## src/verilog/core_pkg.sv

```systemverilog
`default_nettype none

package core_pkg;

  // widths
  localparam int data_width  = 32;
  localparam int addr_width  = 5;
  localparam int num_regs    = 32;
  localparam int shamt_width = 5;   // shift amount bits taken from operand b

  // immediate formats
  localparam logic [1:0] imm5_ze  = 2'b00;
  localparam logic [1:0] imm15_se = 2'b01;
  localparam logic [1:0] imm15_ze = 2'b10;
  localparam logic [1:0] imm20_se = 2'b11;

  // opcodes
  localparam logic [5:0] op_alu  = 6'b100000;  // reg-reg, sub-opcode decides
  localparam logic [5:0] op_addi = 6'b101000;
  localparam logic [5:0] op_andi = 6'b101010;
  localparam logic [5:0] op_xori = 6'b101011;
  localparam logic [5:0] op_ori  = 6'b101100;

  // sub-opcodes for op_alu
  localparam logic [4:0] sub_add = 5'b00000;
  localparam logic [4:0] sub_sub = 5'b00001;
  localparam logic [4:0] sub_and = 5'b00010;
  localparam logic [4:0] sub_xor = 5'b00011;
  localparam logic [4:0] sub_or  = 5'b00100;
  localparam logic [4:0] sub_nor = 5'b00101;
  localparam logic [4:0] sub_slt = 5'b00110;
  localparam logic [4:0] sub_sll = 5'b01100;
  localparam logic [4:0] sub_srl = 5'b01101;
  localparam logic [4:0] sub_sra = 5'b01110;

  // raw immediate fields as they come from the instruction word
  typedef struct packed {
    logic [19:0] imm20;
    logic [14:0] imm15;
    logic [4:0]  imm5;
  } imm_fields_t;

  typedef struct packed {
    logic [5:0] opcode;
    logic [4:0] sub_opcode;
  } alu_op_t;

  // register file addressing and strobes
  typedef struct packed {
    logic [addr_width-1:0] read_address1;
    logic [addr_width-1:0] read_address2;
    logic [addr_width-1:0] write_address;
    logic                  fetch;
    logic                  writeback;
  } reg_ctrl_t;

endpackage

`default_nettype wire

```

## src/verilog/regfile.sv

```systemverilog
`default_nettype none
`timescale 1ns/1ps

module regfile (
  input  logic                             clk,
  input  logic                             reset,
  input  core_pkg::reg_ctrl_t              reg_ctrl,
  input  logic [core_pkg::data_width-1:0]  write_data,
  output logic [core_pkg::data_width-1:0]  read_data1,
  output logic [core_pkg::data_width-1:0]  read_data2
);

  import core_pkg::*;

  logic [data_width-1:0] regs [num_regs];
  logic                  write_en;

  // r0 is never written, so it keeps its reset value of zero
  assign write_en = reg_ctrl.writeback && (reg_ctrl.write_address != '0);

  always_ff @(posedge clk) begin
    if (reset) begin
      for (int i = 0; i < num_regs; i++) begin
        regs[i] <= '0;
      end
    end else if (write_en) begin
      regs[reg_ctrl.write_address] <= write_data;
    end
  end

  // read ports sample the array before any same-edge write lands
  always_ff @(posedge clk) begin
    if (reset) begin
      read_data1 <= '0;
      read_data2 <= '0;
    end else if (reg_ctrl.fetch) begin
      read_data1 <= regs[reg_ctrl.read_address1];
      read_data2 <= regs[reg_ctrl.read_address2];
    end
  end

endmodule

`default_nettype wire

```

## src/verilog/imm_extend.sv

```systemverilog
`default_nettype none
`timescale 1ns/1ps

module imm_extend (
  input  core_pkg::imm_fields_t            imm,
  input  logic [1:0]                       imm_format,
  output logic [core_pkg::data_width-1:0]  imm_value
);

  import core_pkg::*;

  always_comb begin
    case (imm_format)
      imm5_ze:  imm_value = {{(data_width-5){1'b0}}, imm.imm5};
      imm15_se: imm_value = {{(data_width-15){imm.imm15[14]}}, imm.imm15};
      imm15_ze: imm_value = {{(data_width-15){1'b0}}, imm.imm15};
      imm20_se: imm_value = {{(data_width-20){imm.imm20[19]}}, imm.imm20};
      default:  imm_value = '0;
    endcase
  end

endmodule

`default_nettype wire

```

## src/verilog/alu32.sv

```systemverilog
`default_nettype none
`timescale 1ns/1ps

module alu32 (
  input  logic                             clk,
  input  logic                             reset,
  input  logic                             execute,
  input  core_pkg::alu_op_t                alu_op,
  input  logic [core_pkg::data_width-1:0]  operand_a,
  input  logic [core_pkg::data_width-1:0]  operand_b,
  output logic [core_pkg::data_width-1:0]  alu_result,
  output logic                             overflow
);

  import core_pkg::*;

  logic [data_width-1:0]  sum;
  logic [data_width-1:0]  diff;
  logic [shamt_width-1:0] shamt;
  logic                   add_ovf;
  logic                   sub_ovf;
  logic [data_width-1:0]  next_result;
  logic                   next_overflow;

  assign sum   = operand_a + operand_b;
  assign diff  = operand_a - operand_b;
  assign shamt = operand_b[shamt_width-1:0];

  // same signs in, different sign out
  assign add_ovf = (operand_a[data_width-1] == operand_b[data_width-1]) &&
                   (sum[data_width-1] != operand_a[data_width-1]);
  // opposite signs in, result flips away from a
  assign sub_ovf = (operand_a[data_width-1] != operand_b[data_width-1]) &&
                   (diff[data_width-1] != operand_a[data_width-1]);

  always_comb begin
    next_result   = '0;   // unknown codes give zero
    next_overflow = 1'b0;
    case (alu_op.opcode)
      op_alu: begin
        case (alu_op.sub_opcode)
          sub_add: begin
            next_result   = sum;
            next_overflow = add_ovf;
          end
          sub_sub: begin
            next_result   = diff;
            next_overflow = sub_ovf;
          end
          sub_and: next_result = operand_a & operand_b;
          sub_or:  next_result = operand_a | operand_b;
          sub_xor: next_result = operand_a ^ operand_b;
          sub_nor: next_result = ~(operand_a | operand_b);
          sub_slt: next_result = data_width'($signed(operand_a) < $signed(operand_b));
          sub_sll: next_result = operand_a << shamt;
          sub_srl: next_result = operand_a >> shamt;
          sub_sra: next_result = $signed(operand_a) >>> shamt;
          default: next_result = '0;
        endcase
      end
      // addi is an add, so it flags overflow too
      op_addi: begin
        next_result   = sum;
        next_overflow = add_ovf;
      end
      op_andi: next_result = operand_a & operand_b;
      op_ori:  next_result = operand_a | operand_b;
      op_xori: next_result = operand_a ^ operand_b;
      default: next_result = '0;
    endcase
  end

  always_ff @(posedge clk) begin
    if (reset) begin
      alu_result <= '0;
      overflow   <= 1'b0;
    end else if (execute) begin
      alu_result <= next_result;
      overflow   <= next_overflow;
    end
  end

endmodule

`default_nettype wire

```

## src/verilog/datapath_top.sv

```systemverilog
`default_nettype none
`timescale 1ns/1ps

module datapath_top (
  input  logic                             clk,
  input  logic                             reset,
  input  core_pkg::reg_ctrl_t              reg_ctrl,
  input  core_pkg::imm_fields_t            imm,
  input  logic [1:0]                       imm_format,
  input  logic                             imm_select,  // 1: immediate as operand b
  input  logic                             wb_select,   // 1: write operand b back
  input  logic                             execute,
  input  core_pkg::alu_op_t                alu_op,
  output logic [core_pkg::data_width-1:0]  write_data,
  output logic [core_pkg::data_width-1:0]  alu_result,
  output logic                             overflow
);

  import core_pkg::*;

  logic [data_width-1:0] read_data1;
  logic [data_width-1:0] read_data2;
  logic [data_width-1:0] imm_value;
  logic [data_width-1:0] operand_b;

  regfile u_regfile (
    .clk        (clk),
    .reset      (reset),
    .reg_ctrl   (reg_ctrl),
    .write_data (write_data),
    .read_data1 (read_data1),
    .read_data2 (read_data2)
  );

  imm_extend u_imm_extend (
    .imm        (imm),
    .imm_format (imm_format),
    .imm_value  (imm_value)
  );

  assign operand_b = imm_select ? imm_value : read_data2;

  alu32 u_alu32 (
    .clk        (clk),
    .reset      (reset),
    .execute    (execute),
    .alu_op     (alu_op),
    .operand_a  (read_data1),
    .operand_b  (operand_b),
    .alu_result (alu_result),
    .overflow   (overflow)
  );

  // writeback mux feeds the register file write port
  assign write_data = wb_select ? operand_b : alu_result;

endmodule

`default_nettype wire

```

## config.mk

```make
export PLATFORM = sky130hd
export DESIGN_NAME = datapath_top
export DESIGN_NICKNAME = d
export VERILOG_FILES = /design/src/verilog/core_pkg.sv /design/src/verilog/regfile.sv /design/src/verilog/imm_extend.sv /design/src/verilog/alu32.sv /design/src/verilog/datapath_top.sv
export SDC_FILE = /design/constraint.sdc
export NUM_CORES = 2
export LEC_CHECK = 0
export BUFFER_PORTS_ARGS = -buffer_cell sky130_fd_sc_hd__buf_2
export CAP_MARGIN = 20
export CELL_PAD_IN_SITES_DETAIL_PLACEMENT = 0
export CELL_PAD_IN_SITES_GLOBAL_PLACEMENT = 1
export CORE_MARGIN = 5
export CORE_UTILIZATION = 50
export DETAILED_ROUTE_END_ITERATION = 16
export PLACE_DENSITY = 0.77
export SYNTH_ARGS = -nofsm -noshare
export SYNTH_HDL_FRONTEND = slang
export SYNTH_HIERARCHICAL = 1
export SYNTH_SLANG_ARGS = --single-unit
```

## constraint.sdc

```tcl
create_clock -name clk -period 6.9 [get_ports clk]
set_clock_uncertainty 0.15 [all_clocks]
set_input_delay 0.345 -clock clk [delete_from_list [all_inputs] [get_ports clk]]
set_output_delay 0.345 -clock clk [all_outputs]
set_load 0.02 [all_outputs]
```

==> results_dict.tcl <==
set metrics [dict create \
    yosysTopAreaCell "edfxtp_1" \
    die_y_um 386.5 \
    synth-compound-area-share_pct 14.06 \
    synth-edff-count 1024 \
    synth_top_area_share_pct 43.40 \
    clock_sinks 1121 \
    status "completed" \
    drt-initial-drc-count 8974 \
    netlist_top_cells_area "edfxtp_1 43%, mux2i_1 15%, and2_1 8.8%" \
    fin_util_pct 54.38 \
    avgSynthCellArea_sq_um 11.16 \
    synthArstFlopShare_pct 0 \
    synth_xor_area_share_pct 0.3708 \
    rsz0062_at_grt "no" \
    cp_data_required_time_ns 7.41 \
    cts_inserted_buffers 130 \
    clk_pin_slew_ns 0.07 \
    synthTopCellsByCount "1092 x mux2i_1, 1024 x edfxtp_1, 999 x and2_1" \
    drive_gt1_share_pct 12.62 \
    worstSetupEndpointType "flop" \
    timing.slew.headroom_pct 17.04 \
    synthAdderAreaFrac_pct 1.769 \
    grt_pass1_vias 53383 \
    maxCapViolCount 0 \
    hp-class "input pin to flop" \
    syn_inst 6351 \
    slew_violations 0 \
    critical_path_class "input pin to flop" \
    synth_mux_area_share_pct 18.83 \
    rows 138 \
    final_nets 6363 \
    synth_top_family_by_area "multiplexers" \
    synth_ff_type "edfxtp_1" \
    root_buffer "clkbuf_16" \
    timing.fmax_ghz 0.2121 \
    numPortBuffers 139 \
    crit_fanout 21 \
    worstPathArrival_ns 5.23 \
    drtPass1Iterations 7 \
    vias 56094 \
    die_w_um 386.5 \
    grt_max_degree 129 \
    cts_hold_buf 2 \
    ys_ff_latch 1121 \
    ant_nets 0 \
    die_area_sq_um 149300 \
    via_per_inst 6.842 \
    start_kind "input pin" \
    cts_resized 0 \
    synth-simple-area-share_pct 13.73 \
    power.leakage_nw 30.33 \
    drt-total-wl_um 296300 \
    tns_ns 0 \
    clkLatencyLatePin_ns 0.78 \
    cts_setup_buffers 0 \
    grt_pass1_wl_um 408500 \
    synthesis.area_sq_um 70860 \
    timing.final.crit_period_ns 4.715 \
    tritoncts "built" \
    seq_area_frac_synth_pct 46.14 \
    dp_hpwl_um 176800 \
    synth_most_common_cell "mux2i_1" \
    wire_per_inst_um 36.15 \
    vdd_ir_drop_max_mv 0.2053 \
    cts_max_level 4 \
    initial_core_util_pct 50.17 \
    antenna_found_initial 27 \
    setup_viol 0 \
    fillers 12240 \
    ys.warnings.count 6 \
    synth.distinct_cells 94 \
    min_period_over_period_pct 68.33 \
    cts_buffer_depth 3 \
    area_delta_synth_final_pct 8.389 \
    finalPower_mw 17.99 \
    power_density_nw_per_um2 234.2 \
    finalHoldViolCount 0 \
    routabilityCongestion 1.003 \
    coreArea_sq_um 141200 \
    drc 0 \
    grtUsageTotal_pct 37.92 \
    worstMarginPinSlew_ns 1.244 \
    reg2reg_setup_slack_ns 2.31 \
    overflow 0 \
    boundaryPins 140 \
]
## flip-flops by register name (all words and copies together), names as in the netlist
register	flops
u_regfile/read_data1	32
u_regfile/read_data2	32
u_alu32/overflow	1
u_alu32/alu_result	32
u_regfile/regs	1024
## per-layer routing
metal / vias up / share of wire, % / global-route usage (%)
li1: 23385 / - / -
met1: 28028 / 40 / 52.69
met2: 3974 / 43 / 56.26
met3: 705 / 12 / 8.507
met4: 2 / 5.5 / 18.54
met5: - / 0.0027 / 0
## placed cells by master (no fill, tap or decap), types with 64 or more instances in the layout
cell type / count
mux2i_1: 1092
edfxtp_1: 1024
and2_1: 996
a22oi_1: 527
a21oi_1: 399
nor2_1: 224
nand2_1: 142
buf_4: 137
clkbuf_16: 136
buf_2: 135
o21ai_0: 132
inv_1: 103
ha_1: 97
dfxtp_1: 97
or4_1: 71
mux2_4: 64
## through the flow
step,instance area (sq um),hold slack (ns),setup WS (ns),instances
after floorplan,70970,0.3108,1.994,6382
after global placement,72650,0.3534,1.618,7944
after global routing,76770,0.07423,2.101,8184
final,76800,0.06962,2.185,8198
after detailed placement,72650,0.3593,1.626,7944
after CTS,76750,0.01147,2.426,8179
## final timing paths
check                                        startpoint                     end  cells after the start
worst max-delay path                      imm_format[0]  u_alu32/alu_result[30]                     15
worst min-delay path                            execute        u_alu32/overflow                      4
worst max register to register  u_regfile/read_data2[1]  u_alu32/alu_result[25]                     13
worst min register to register    u_alu32/alu_result[5]   u_alu32/alu_result[5]                      2
## area by class of cell
class | instances | area, sq um | area share [%]
multi-input combinational | 4534 | 35070 | 45.66
clock inverter | 64 | 534.3 | 0.6956
sequential | 1121 | 32690 | 42.57
timing repair buffer | 297 | 2157 | 2.809
antenna | 18 | 45.04 | 0.05865
tap | 1890 | 2365 | 3.079
inverter | 105 | 394.1 | 0.5132
clock buffer | 169 | 3547 | 4.619
## power breakdown
part | total (mW) | switching [mW] | internal, mW
sequential | 7.86 | 0.191 | 7.66
combinational | 3.39 | 2.32 | 1.07
clock | 6.74 | 2.91 | 3.83
## worst max-delay path: stages
cell and delay [ns]:
buf_2 0.28, nor2b_1 0.67, a22o_1 0.25, mux2_4 0.16
inv_1 0.06, ha_1 0.54, inv_1 0.25, a221oi_1 0.60
o211ai_1 0.35, a221oi_1 0.53, nand2_1 0.19, a21oi_1 0.40
mux2i_1 0.23, a31oi_1 0.09, o31a_1 0.28
## logic make-up (layout without fill, tap and decap cells)
group	Yosys count	in the layout
XOR/XNOR	30	30
multiplexers	1234	1234
adder cells (fa/ha/maj)	99	99
buffers and inverters	727	635
flip-flops	1121	1121
AND/OR/NAND/NOR	1708	1708
AO/OA/AOI/OAI	1431	1431
other	1	50
(Power assumes the default switching activity.)
